==> src/source/radio_pkg.sv <==
package radio_pkg;

    // fixed-point format shared by every stage
    parameter int SAMPLE_WIDTH = 32;
    parameter int FRAC_BITS = 10;

    typedef logic signed [SAMPLE_WIDTH-1:0] sample_t;

    // demodulated baseband pair, sum and difference channel
    typedef struct packed {
        sample_t lpr;
        sample_t lmr;
    } sample_pair_t;

    // audio pair after the stereo matrix
    typedef struct packed {
        sample_t left;
        sample_t right;
    } stereo_t;

    // default sizes, taken over by the top level
    parameter int DEFAULT_TAPS = 8;
    parameter int DEFAULT_DECIMATION = 4;
    parameter int DEFAULT_FIFO_DEPTH = 16;
    parameter int DEFAULT_GAIN_SHIFT = 1;

    // low-pass taps in Q10, index 0 meets the newest sample
    // each set sums to 1024 so the pass band has unity gain
    parameter sample_t LPR_COEFFS [DEFAULT_TAPS] = '{
        32'sd20,
        32'sd64,
        32'sd144,
        32'sd284,
        32'sd284,
        32'sd144,
        32'sd64,
        32'sd20
    };

    // slightly sharper roll-off for the difference channel
    parameter sample_t LMR_COEFFS [DEFAULT_TAPS] = '{
        32'sd12,
        32'sd56,
        32'sd150,
        32'sd294,
        32'sd294,
        32'sd150,
        32'sd56,
        32'sd12
    };

endpackage
==> src/source/audio_backend_top.sv <==
`timescale 1ns/1ns

module audio_backend_top #(
    parameter int TAPS = radio_pkg::DEFAULT_TAPS,
    parameter int DECIMATION = radio_pkg::DEFAULT_DECIMATION,
    parameter int FIFO_DEPTH = radio_pkg::DEFAULT_FIFO_DEPTH,
    parameter int GAIN_SHIFT = radio_pkg::DEFAULT_GAIN_SHIFT
) (
    input  logic                    clock,
    input  logic                    arst_n,
    input  radio_pkg::sample_pair_t in_data,
    input  logic                    in_valid,
    output logic                    in_ready,
    output radio_pkg::stereo_t      out_data,
    output logic                    out_valid,
    input  logic                    out_ready
);

    // input FIFO to FIR
    radio_pkg::sample_pair_t raw_data;
    logic raw_valid;
    logic raw_ready;

    // FIR to stereo matrix
    radio_pkg::sample_pair_t filt_data;
    logic filt_valid;
    logic filt_ready;

    // stereo matrix to output FIFO
    radio_pkg::stereo_t mix_data;
    logic mix_valid;
    logic mix_ready;

    sample_fifo #(
        .payload_t(radio_pkg::sample_pair_t),
        .DEPTH(FIFO_DEPTH)
    ) input_fifo (
        .clock(clock),
        .arst_n(arst_n),
        .in_data(in_data),
        .in_valid(in_valid),
        .in_ready(in_ready),
        .out_data(raw_data),
        .out_valid(raw_valid),
        .out_ready(raw_ready)
    );

    // both channels share one decimation phase
    fir_decimator #(
        .TAPS(TAPS),
        .DECIMATION(DECIMATION),
        .LPR_COEFF(radio_pkg::LPR_COEFFS),
        .LMR_COEFF(radio_pkg::LMR_COEFFS)
    ) fir (
        .clock(clock),
        .arst_n(arst_n),
        .in_data(raw_data),
        .in_valid(raw_valid),
        .in_ready(raw_ready),
        .out_data(filt_data),
        .out_valid(filt_valid),
        .out_ready(filt_ready)
    );

    stereo_matrix #(
        .GAIN_SHIFT(GAIN_SHIFT)
    ) matrix (
        .clock(clock),
        .arst_n(arst_n),
        .in_data(filt_data),
        .in_valid(filt_valid),
        .in_ready(filt_ready),
        .out_data(mix_data),
        .out_valid(mix_valid),
        .out_ready(mix_ready)
    );

    sample_fifo #(
        .payload_t(radio_pkg::stereo_t),
        .DEPTH(FIFO_DEPTH)
    ) output_fifo (
        .clock(clock),
        .arst_n(arst_n),
        .in_data(mix_data),
        .in_valid(mix_valid),
        .in_ready(mix_ready),
        .out_data(out_data),
        .out_valid(out_valid),
        .out_ready(out_ready)
    );

endmodule

==> src/source/stereo_matrix.sv <==
`timescale 1ns/1ns

module stereo_matrix #(
    parameter int GAIN_SHIFT = radio_pkg::DEFAULT_GAIN_SHIFT
) (
    input  logic                    clock,
    input  logic                    arst_n,
    input  radio_pkg::sample_pair_t in_data,
    input  logic                    in_valid,
    output logic                    in_ready,
    output radio_pkg::stereo_t      out_data,
    output logic                    out_valid,
    input  logic                    out_ready
);

    radio_pkg::sample_t left_sum;
    radio_pkg::sample_t right_diff;
    logic in_fire;

    // (l+r) + (l-r) = 2l and (l+r) - (l-r) = 2r, both wrap at 32 bits
    assign left_sum = in_data.lpr + in_data.lmr;
    assign right_diff = in_data.lpr - in_data.lmr;

    // take a new pair when the register is free or being emptied now
    assign in_ready = !out_valid || out_ready;
    assign in_fire = in_valid && in_ready;

    always_ff @(posedge clock or negedge arst_n) begin
        if (!arst_n) begin
            out_valid <= 1'b0;
        end else if (in_fire) begin
            out_valid <= 1'b1;
        end else if (out_ready) begin
            out_valid <= 1'b0;
        end
    end

    // output gain, shifted bits beyond 32 are lost
    always_ff @(posedge clock) begin
        if (in_fire) begin
            out_data.left <= left_sum <<< GAIN_SHIFT;
            out_data.right <= right_diff <<< GAIN_SHIFT;
        end
    end

    hold_until_taken: assert property (
        @(posedge clock) disable iff (!arst_n)
        out_valid && !out_ready |=> out_valid
    );

endmodule

==> src/source/fir_decimator.sv <==
`timescale 1ns/1ns

module fir_decimator #(
    parameter int TAPS = radio_pkg::DEFAULT_TAPS,
    parameter int DECIMATION = radio_pkg::DEFAULT_DECIMATION,
    parameter radio_pkg::sample_t LPR_COEFF [TAPS] = radio_pkg::LPR_COEFFS,
    parameter radio_pkg::sample_t LMR_COEFF [TAPS] = radio_pkg::LMR_COEFFS
) (
    input  logic                    clock,
    input  logic                    arst_n,
    input  radio_pkg::sample_pair_t in_data,
    input  logic                    in_valid,
    output logic                    in_ready,
    output radio_pkg::sample_pair_t out_data,
    output logic                    out_valid,
    input  logic                    out_ready
);

    localparam int DEC_W = (DECIMATION > 1) ? $clog2(DECIMATION) : 1;
    localparam int TAP_W = (TAPS > 1) ? $clog2(TAPS) : 1;
    localparam int PROD_W = 2 * radio_pkg::SAMPLE_WIDTH;
    // headroom for the sum of TAPS full-width products
    localparam int ACC_W = PROD_W + TAP_W;

    typedef enum logic [1:0] {
        S_IDLE,
        S_MAC,
        S_OUT
    } state_t;

    state_t state;
    logic [DEC_W-1:0] dec_cnt;
    logic [TAP_W-1:0] tap_cnt;
    radio_pkg::sample_t delay_lpr [TAPS];
    radio_pkg::sample_t delay_lmr [TAPS];
    logic signed [ACC_W-1:0] acc_lpr;
    logic signed [ACC_W-1:0] acc_lmr;
    logic signed [PROD_W-1:0] prod_lpr;
    logic signed [PROD_W-1:0] prod_lmr;
    logic signed [ACC_W-1:0] sum_lpr;
    logic signed [ACC_W-1:0] sum_lmr;
    logic in_fire;
    logic last_tap;

    assign in_ready = (state == S_IDLE);
    assign out_valid = (state == S_OUT);
    assign in_fire = in_valid && in_ready;
    assign last_tap = (tap_cnt == TAP_W'(TAPS - 1));

    // one tap per cycle, both channels side by side
    assign prod_lpr = delay_lpr[tap_cnt] * LPR_COEFF[tap_cnt];
    assign prod_lmr = delay_lmr[tap_cnt] * LMR_COEFF[tap_cnt];
    assign sum_lpr = acc_lpr + prod_lpr;
    assign sum_lmr = acc_lmr + prod_lmr;

    // delay lines, newest sample at index 0
    always_ff @(posedge clock or negedge arst_n) begin
        if (!arst_n) begin
            for (int i = 0; i < TAPS; i++) begin
                delay_lpr[i] <= '0;
                delay_lmr[i] <= '0;
            end
        end else if (in_fire) begin
            delay_lpr[0] <= in_data.lpr;
            delay_lmr[0] <= in_data.lmr;
            for (int i = 1; i < TAPS; i++) begin
                delay_lpr[i] <= delay_lpr[i-1];
                delay_lmr[i] <= delay_lmr[i-1];
            end
        end
    end

    always_ff @(posedge clock or negedge arst_n) begin
        if (!arst_n) begin
            state <= S_IDLE;
            dec_cnt <= '0;
            tap_cnt <= '0;
        end else begin
            case (state)
                S_IDLE: begin
                    if (in_fire) begin
                        // only every DECIMATION-th pair starts a MAC pass
                        if (dec_cnt == DEC_W'(DECIMATION - 1)) begin
                            dec_cnt <= '0;
                            tap_cnt <= '0;
                            state <= S_MAC;
                        end else begin
                            dec_cnt <= dec_cnt + 1'b1;
                        end
                    end
                end
                S_MAC: begin
                    if (last_tap) begin
                        state <= S_OUT;
                    end else begin
                        tap_cnt <= tap_cnt + 1'b1;
                    end
                end
                S_OUT: begin
                    if (out_ready) begin
                        state <= S_IDLE;
                    end
                end
                default: state <= S_IDLE;
            endcase
        end
    end

    always_ff @(posedge clock) begin
        if (in_fire) begin
            acc_lpr <= '0;
            acc_lmr <= '0;
        end else if (state == S_MAC) begin
            acc_lpr <= sum_lpr;
            acc_lmr <= sum_lmr;
            if (last_tap) begin
                // back to Q10, upper bits dropped
                out_data.lpr <= radio_pkg::sample_t'(sum_lpr >>> radio_pkg::FRAC_BITS);
                out_data.lmr <= radio_pkg::sample_t'(sum_lmr >>> radio_pkg::FRAC_BITS);
            end
        end
    end

    // input stays blocked for the whole MAC pass, then the result is offered
    mac_blocks_input: assert property (
        @(posedge clock) disable iff (!arst_n)
        in_fire && dec_cnt == DEC_W'(DECIMATION - 1)
            |=> (!in_ready) [*TAPS] ##1 out_valid
    );

endmodule

==> src/source/sample_fifo.sv <==
`timescale 1ns/1ns

module sample_fifo #(
    parameter type payload_t = logic [31:0],
    parameter int  DEPTH     = 16
) (
    input  logic     clock,
    input  logic     arst_n,
    input  payload_t in_data,
    input  logic     in_valid,
    output logic     in_ready,
    output payload_t out_data,
    output logic     out_valid,
    input  logic     out_ready
);

    localparam int PTR_W = (DEPTH > 1) ? $clog2(DEPTH) : 1;
    localparam int CNT_W = $clog2(DEPTH + 1);

    payload_t mem [DEPTH];
    logic [PTR_W-1:0] wr_ptr;
    logic [PTR_W-1:0] rd_ptr;
    logic [CNT_W-1:0] count;
    logic wr_fire;
    logic rd_fire;

    function automatic logic [PTR_W-1:0] next_ptr(input logic [PTR_W-1:0] ptr);
        if (ptr == PTR_W'(DEPTH - 1)) begin
            return '0;
        end
        return ptr + 1'b1;
    endfunction

    assign out_valid = (count != '0);
    // a full buffer still takes a word when the head leaves in the same cycle
    assign in_ready = (count != CNT_W'(DEPTH)) || out_ready;
    assign wr_fire = in_valid && in_ready;
    assign rd_fire = out_valid && out_ready;

    // first word falls through, head is read straight from storage
    assign out_data = mem[rd_ptr];

    always_ff @(posedge clock) begin
        if (wr_fire) begin
            mem[wr_ptr] <= in_data;
        end
    end

    always_ff @(posedge clock or negedge arst_n) begin
        if (!arst_n) begin
            wr_ptr <= '0;
            rd_ptr <= '0;
            count <= '0;
        end else begin
            if (wr_fire) begin
                wr_ptr <= next_ptr(wr_ptr);
            end
            if (rd_fire) begin
                rd_ptr <= next_ptr(rd_ptr);
            end
            case ({wr_fire, rd_fire})
                2'b10: count <= count + 1'b1;
                2'b01: count <= count - 1'b1;
                default: count <= count;
            endcase
        end
    end

    occupancy_bound: assert property (
        @(posedge clock) disable iff (!arst_n)
        count <= CNT_W'(DEPTH)
    );

    // a stalled head must not change under the reader
    head_hold: assert property (
        @(posedge clock) disable iff (!arst_n)
        out_valid && !out_ready |=> out_valid && $stable(out_data)
    );

endmodule

==> config.mk <==
export PLATFORM = sky130hd
export DESIGN_NAME = audio_backend_top
export DESIGN_NICKNAME = d
export VERILOG_FILES = /design/src/source/radio_pkg.sv /design/src/source/audio_backend_top.sv /design/src/source/stereo_matrix.sv /design/src/source/fir_decimator.sv /design/src/source/sample_fifo.sv
export SDC_FILE = /design/constraint.sdc
export NUM_CORES = 2
export LEC_CHECK = 0
export BUFFER_PORTS_ARGS = -buffer_cell sky130_fd_sc_hd__clkbuf_2
export CORE_MARGIN = 4
export CORE_UTILIZATION = 56
export CTS_CLUSTER_SIZE = 10
export DETAILED_ROUTE_END_ITERATION = 12
export HOLD_SLACK_MARGIN = 0.03
export PLACE_DENSITY = 0.72
export SLEW_MARGIN = 20
export SYNTH_ARGS = -nofsm -noshare
export SYNTH_HDL_FRONTEND = slang
export SYNTH_SLANG_ARGS = --single-unit
==> constraint.sdc <==
create_clock -name clock -period 9.8 [get_ports clock]
set_input_delay 1.47 -clock clock [delete_from_list [all_inputs] [get_ports clock]]
set_output_delay 1.47 -clock clock [all_outputs]
set_load 0.01 [all_outputs]
After elaboration in Yosys (flattened, before gate mapping)
Memory sizes are Yosys's and may differ from the RTL's. A register that Yosys moved wholly into a read port is not among the register bits.
Index checks and enable logic that the tools add are counted.
{ "totals": {"reg_bits": 740, "latch_bits": 0, "mem_bits_rw": 2016, "rom_bits": 512, "inputBits": 68, "wordCells": 137, "mem_count": 4} }
{ "classes": {"add_sub_neg": 14, "multipliers": 2, "div": 0, "magnitude_cmp": 1, "eq_ne": 19, "n_shift": 0, "muxes": 44, "n_bitwise": 2, "reduce_logical": 21} }
{ "memory_table": {"columns": ["memory", "words", "width", "read_ports", "rd_clocked_by_memory_dff", "wr", "line", "text"], "rows": [
  ["input_fifo.mem", 16, 64, 1, 1, 1, "sample_fifo.sv:20", "payload_t mem [DEPTH];"],
  ["output_fifo.mem", 16, 62, 1, 0, 1, "sample_fifo.sv:20", null],
  ["(name not given)", 8, 32, 1, 0, 0, "fir_decimator.sv:52", "assign prod_lmr = delay_lmr[tap_cnt] * LMR_COEFF[tap_cnt];"],
  ["(name not given)", 8, 32, 1, 0, 0, "fir_decimator.sv:51", "assign prod_lpr = delay_lpr[tap_cnt] * LPR_COEFF[tap_cnt];"]
]} }
{ "ops": {"columns": ["op", "count"], "rows": [
  ["$mux 32", 8],
  ["$bmux 32 s3", 2],
  ["$add 67x64->67", 2],
  ["$mul 32x32->64", 2],
  ["$mux 4", 8],
  ["$add 31x31->31", 1],
  ["$sub 31x31->31", 1],
  ["$pmux 5 s2", 2],
  ["$add 4x1->4 const B", 4],
  ["$eq 4x4->1 const B", 4],
  ["$mux 1", 14],
  ["$add 5x1->5 const B", 2],
  ["$mux 2", 5],
  ["$ne 5x5->1 const B", 2],
  ["$reduce_bool 5->1", 2],
  ["$sub 5x1->5 const B", 2],
  ["$mux 3", 3],
  ["$eq 2x2->1 const B", 4],
  ["$ne 2x2->1 const B", 4],
  ["$reduce_and 4->1", 2],
  ["$reduce_bool 2->1", 4],
  ["$eq 2x1->1 const B", 3],
  ["$pmux 2 s3", 1],
  ["$pmux 3 s2", 1],
  ["13 further kinds", 20]
]} }

Depth between registers and ports, before layout
{ "logic_depth": {"depth_word": 6, "depth_mapped": 33, "ltp_nobuf": 30} }

Modules after synthesis
A second synthesis with hierarchy kept.
{ "hier_totals": {"cells_unflattened": 9472, "area_unflattened_um2": 133379.2} }
{ "modules_own_cells": {"columns": ["module", "n_inst", "cells_each", "area_each_um2"], "rows": [
  ["fir_decimator", 1, 5290, 48466.5],
  ["sample_fifo at input_fifo", 1, 1801, 39808.2],
  ["sample_fifo at output_fifo", 1, 1798, 39778.2],
  ["stereo_matrix", 1, 583, 5326.4]
]} }

Least setup slack after synthesis
Ideal clock, no wire load.
{ "synth_timing": {"kind": "register to register", "from": "register fir.tap_cnt[0]", "to": "register fir.out_data[30] (netlist bit) (data pin)", "setup_time_ns": 0.267, "arrival_time_ns": 8.508, "required_ns": 9.533, "slack_ns": 1.025, "path_stages_with_launch": 32, "n_path_buf": 4, "period_less_slack_ns": 8.775, "path_cell_list": "dfrtp_1 clkbuf_1 clkbuf_1 clkbuf_1 buf_1 mux2i_1 o22ai_1 nor2_1 nor2_1 fa_1 inv_1 fa_1 fa_1 fa_1 inv_1 ha_1 ha_1 fa_1 inv_1 fa_1 inv_1 ha_1 o21a_1 o2111a_1 a211oi_1 a211o_1 a22o_1 o311ai_0 a221oi_1 o21a_1 o21bai_1 xnor2_1"} }
{ "synth_between": {"elab_chain_len": 6, "elab_cells_between_ends": 9, "cone_classes": "1 x add/sub; 1 x mul; 5 x mux; 1 x bitwise; 1 x memory"} }
{ "synth_lines": {"columns": ["element", "line", "text"], "rows": [
  ["start, declared", "fir_decimator.sv:33", "logic [TAP_W-1:0] tap_cnt;"],
  ["start signal, assigned", "fir_decimator.sv:96", "tap_cnt <= tap_cnt + 1'b1;"],
  ["$not 3->4 (implied by the code) *", "fir_decimator.sv:52", null],
  ["$mem_v2 8x32 or $bmux 32 s3 (tied branches)", null, null],
  ["$mux 32 (implied by the code) (2 in series)", "fir_decimator.sv:52", null],
  ["$mul 32x32->64 *", "fir_decimator.sv:52", null],
  ["$add 67x64->67 *", "fir_decimator.sv:54", "assign sum_lmr = acc_lmr + prod_lmr;"],
  ["named net fir.sum_lmr[40]", "fir_decimator.sv:41", "logic signed [ACC_W-1:0] sum_lmr;"],
  ["end, declared", "fir_decimator.sv:14", "output radio_pkg::sample_pair_t out_data,"]
]} }
The timed path passes the listed nets; every way through them passes the cells marked *. The select of a mux whose other input is x is not followed.
A chain may end at the register's enable or synchronous reset.

Worst setup path in the final report
Ends and elaborated chain as after synthesis.

==> impl_metrics.py <==
metrics = {
    "synthesis": {
        "synth_top_family_by_area": "multiplexers",
        "synth_adder_area_share_pct": 11.3,
        "synth_edf_count": 2123,
        "synthFlopType": "edfxtp_1",
        "synth_area_um2": 129000,
        "synth_compound_area_share_pct": 3.95,
        "synthCells": 9064,
        "ys_types": 74,
        "seq_area_frac_synth_pct": 61.1,
        "synthMuxAreaShare_pct": 12.1,
        "yosys.area_share.simple_pct": 7.40,
        "avgSynthCellArea_um2": 14.3,
        "yosys_warnings": 0,
        "async_flop_share_pct": 19.9,
        "synth-xor-area-share_pct": 1.04,
        "synth_seq_cells": 2748,
    },
    "final_layout": {
        "fin_cells": 12363,
        "drive_above_1_share_pct": 13.4,
        "final_cell_mix": "edfxtp_1 (2123), nand2_1 (1772), inv_1 (667)",
        "nets": 10226,
        "fill_cells": 16563,
        "mostFrequentLayoutCell": "edfxtp_1",
        "post-route-util_pct": 62.0,
        "layout-area-overhead-vs-synth_pct": 10.2,
    },
    "worst_setup_path": {
        "crit_type": "flip-flop to flip-flop",
        "start_kind": "flip-flop",
        "cpLargestDelayFamily": "adder cells",
        "critPathMaxStageDelay_ps": 830,
        "slowest_stage": "dfrtp_4",
        "cp_max_fo": 34,
        "cp-end-kind": "flip-flop",
        "crit_top_cell": "fa_1",
        "required_ps": 10450,
        "arrival_ps": 9720,
        "reg2reg_depth": 27,
        "crit_cells": 27,
        "path_buf_inv": 5,
    },
    "grt": {
        "overflow": 0,
        "antenna_found_initial": 13,
        "grt_pass1_wl_mm": 462,
        "grt_max_degree": 199,
        "grt_pass1_vias": 76323,
        "grt_usage_pct": 25.3,
    },
    "floorplanning": {
        "die_area_um2": 239000,
        "io_pins": 134,
        "start_util_pct": 56.2,
        "die_y_um": 488,
        "rows": 176,
        "die_x_um": 488,
        "coreArea_um2": 230000,
    },
    "placed_design": {
        "placed_cells": 11906,
        "io_buffers": 131,
        "gp_congestion": 0.899,
        "hpwl_mm": 176,
    },
    "timing": {
        "slew_viol_final": 0,
        "slew_headroom_pct": 27.0,
        "fmax_mhz": 110,
        "hold_violations": 0,
        "fin_skew_ps": 82.6,
        "setup-violations-final": 0,
        "timing.setup.tns_ps": 0,
        "tightestPinTransition_ps": 1100,
        "fin_crit_sh_pct": 92.6,
        "finalCriticalPeriod_ps": 9080,
        "grt_setup_unrepaired": "false",
    },
    "run": {
        "maxCapViolations": 0,
    },
    "detailed_routing": {
        "m1WireLength_mm": 121,
        "via_per_inst": 5.96,
        "dr.pass1.iters": 8,
        "drc": 0,
        "top_layer": "met5",
        "detail-route-antenna-nets": 0,
        "routedWlPerCell_um": 24.1,
        "dr_wl_met2_mm": 150,
        "vias": 73654,
        "wl_met3_mm": 17.9,
        "drt_iter0_markers": 6638,
        "wirelength_mm": 298,
    },
    "cts": {
        "clockBufferDepth": 4,
        "cts_htree_levels": 5,
        "cts_tree": "yes",
        "numCtsBuffers": 332,
        "post_cts_buffers": 0,
        "root_buffer": "clkbuf_16",
        "worstSkewPairLatency_ps": 970,
        "ctsHoldBuffers": 0,
        "cts_sinks": 2748,
        "cts.clk_slew.worst_paths_ps": 60,
        "cts_resized": 0,
    },
    "status": {
        "outcome": "completed",
    },
    "worst_hold_path": {
        "worstHoldPathCells": 2,
        "hp-class": "flip-flop to flip-flop",
    },
}
-- path summary, 6_finish.rpt --
kind                            startpoint  slack [ps]                end
setup / recovery            fir.tap_cnt[0]         720   fir.out_data[30]
hold / removal             fir.acc_lpr[16]         460    fir.acc_lpr[16]
setup reg to reg            fir.tap_cnt[0]         720   fir.out_data[30]
hold reg to reg            fir.acc_lpr[16]         460    fir.acc_lpr[16]
max in group asynchronous           arst_n        7130     fir.tap_cnt[0]
min in group asynchronous           arst_n         550  fir.delay_lmr[55]
-- worst reg2reg max path: stages (launching register included) --
cell and delay, ps:
dfrtp_4 830, inv_1 250, ha_1 270, mux2_2 520, nor2_1 260, fa_1 410
inv_1 70, fa_1 420, fa_1 480, fa_1 550, inv_1 40, ha_1 270
ha_1 290, fa_1 480, inv_1 50, fa_1 470, inv_1 40, ha_1 320
o21a_1 170, o2111a_1 240, a211oi_1 540, a211o_1 310, a22o_1 260, o311ai_0 220
a221oi_1 560, o21a_1 260, o21bai_1 90, xnor2_1 140
-- state kept, by name, summed over array words and instances (netlist names) --
signal,count
matrix.out_valid,1
output_fifo.mem,976
fir.out_data,62
fir.delay_lmr,256
input_fifo.rd_ptr,4
output_fifo.wr_ptr,4
fir.acc_lmr,40
fir.state,2
fir.tap_cnt,3
input_fifo.count,5
output_fifo.count,5
input_fifo.mem,1024
fir.acc_lpr,39
fir.dec_cnt,2
fir.delay_lpr,256
input_fifo.wr_ptr,4
matrix.out_data,61
output_fifo.rd_ptr,4
-- through the flow --
step | hold slack [ps] | worst slack [ps] | instance area, um2
6_report | 455 | 725 | 142000
5_1_grt | 465 | 85.9 | 142000
4_1_cts | 452 | 727 | 142000
3_5_place_dp | 450 | 735 | 133000
3_3_place_gp | 441 | 878 | 133000
2_1_floorplan | 432 | 1020 | 129000
-- cell type report --
| cell class | instances | area, um2 | area share (%) |
|---|---|---|---|
| clock buffers | 421 | 8770 | 6.15 |
| diodes | 10 | 25.0 | 0.0176 |
| inverters | 668 | 2510 | 1.77 |
| well taps | 3026 | 3790 | 2.66 |
| multi-input cells | 5224 | 46400 | 32.6 |
| clock inverters | 25 | 310 | 0.218 |
| flip-flops and latches | 2748 | 79000 | 55.5 |
| repair buffers | 241 | 1660 | 1.16 |
-- kinds of logic after synthesis --
| logic type | after synthesis |
|---|---|
| AOI/OAI and AO/OA | 794 |
| xor gates and xnor gates | 153 |
| adders and majority gates | 943 |
| buffers and inverters | 1093 |
| DFF | 2748 |
| muxes | 918 |
| other | 1 |
| and+or+nand+nor | 2414 |
-- Yosys cell counts (8+ instances only) --
| cell type | number | area (um2) |
|---|---|---|
| and2_1 | 24 | 150 |
| dfrtp_1 | 546 | 13700 |
| o22ai_1 | 64 | 400 |
| or2_2 | 13 | 81.3 |
| a211o_1 | 9 | 78.8 |
| or3_1 | 12 | 75.1 |
| mux2i_1 | 348 | 3480 |
| buf_1 | 83 | 312 |
| a211oi_1 | 26 | 195 |
| a21o_1 | 54 | 405 |
| xor2_1 | 47 | 412 |
| a31oi_1 | 13 | 81.3 |
| a221oi_1 | 68 | 596 |
| inv_1 | 667 | 2500 |
| nand2b_1 | 18 | 113 |
| o211ai_1 | 11 | 82.6 |
| mux2_2 | 64 | 721 |
| and3_1 | 20 | 125 |
| nand3_1 | 24 | 120 |
| nor3_1 | 24 | 120 |
| fa_1 | 366 | 7330 |
| nand2_1 | 1773 | 6660 |
| dfxtp_1 | 79 | 1580 |
| o21bai_1 | 14 | 105 |
| nand4_1 | 8 | 50.1 |
| ha_1 | 577 | 7220 |
| xnor2_1 | 106 | 928 |
| clkbuf_1 | 334 | 1250 |
| a21oi_1 | 195 | 976 |
| o21ai_0 | 183 | 916 |
| nor2b_1 | 49 | 307 |
| edfxtp_1 | 2123 | 63800 |
| a22oi_1 | 65 | 488 |
| o21a_1 | 22 | 165 |
| mux4_2 | 506 | 11400 |
| nor2_1 | 426 | 1600 |
-- metal layers --
metal,vias up,global-route usage (%)
met5,-,0
met4,14,7.80
met3,540,3.38
met2,2652,42.8
met1,37754,34.5
li1,32694,-
Power is not shown: default switching activity piles up to over one toggle a cycle in this logic, so the estimate is an artifact.
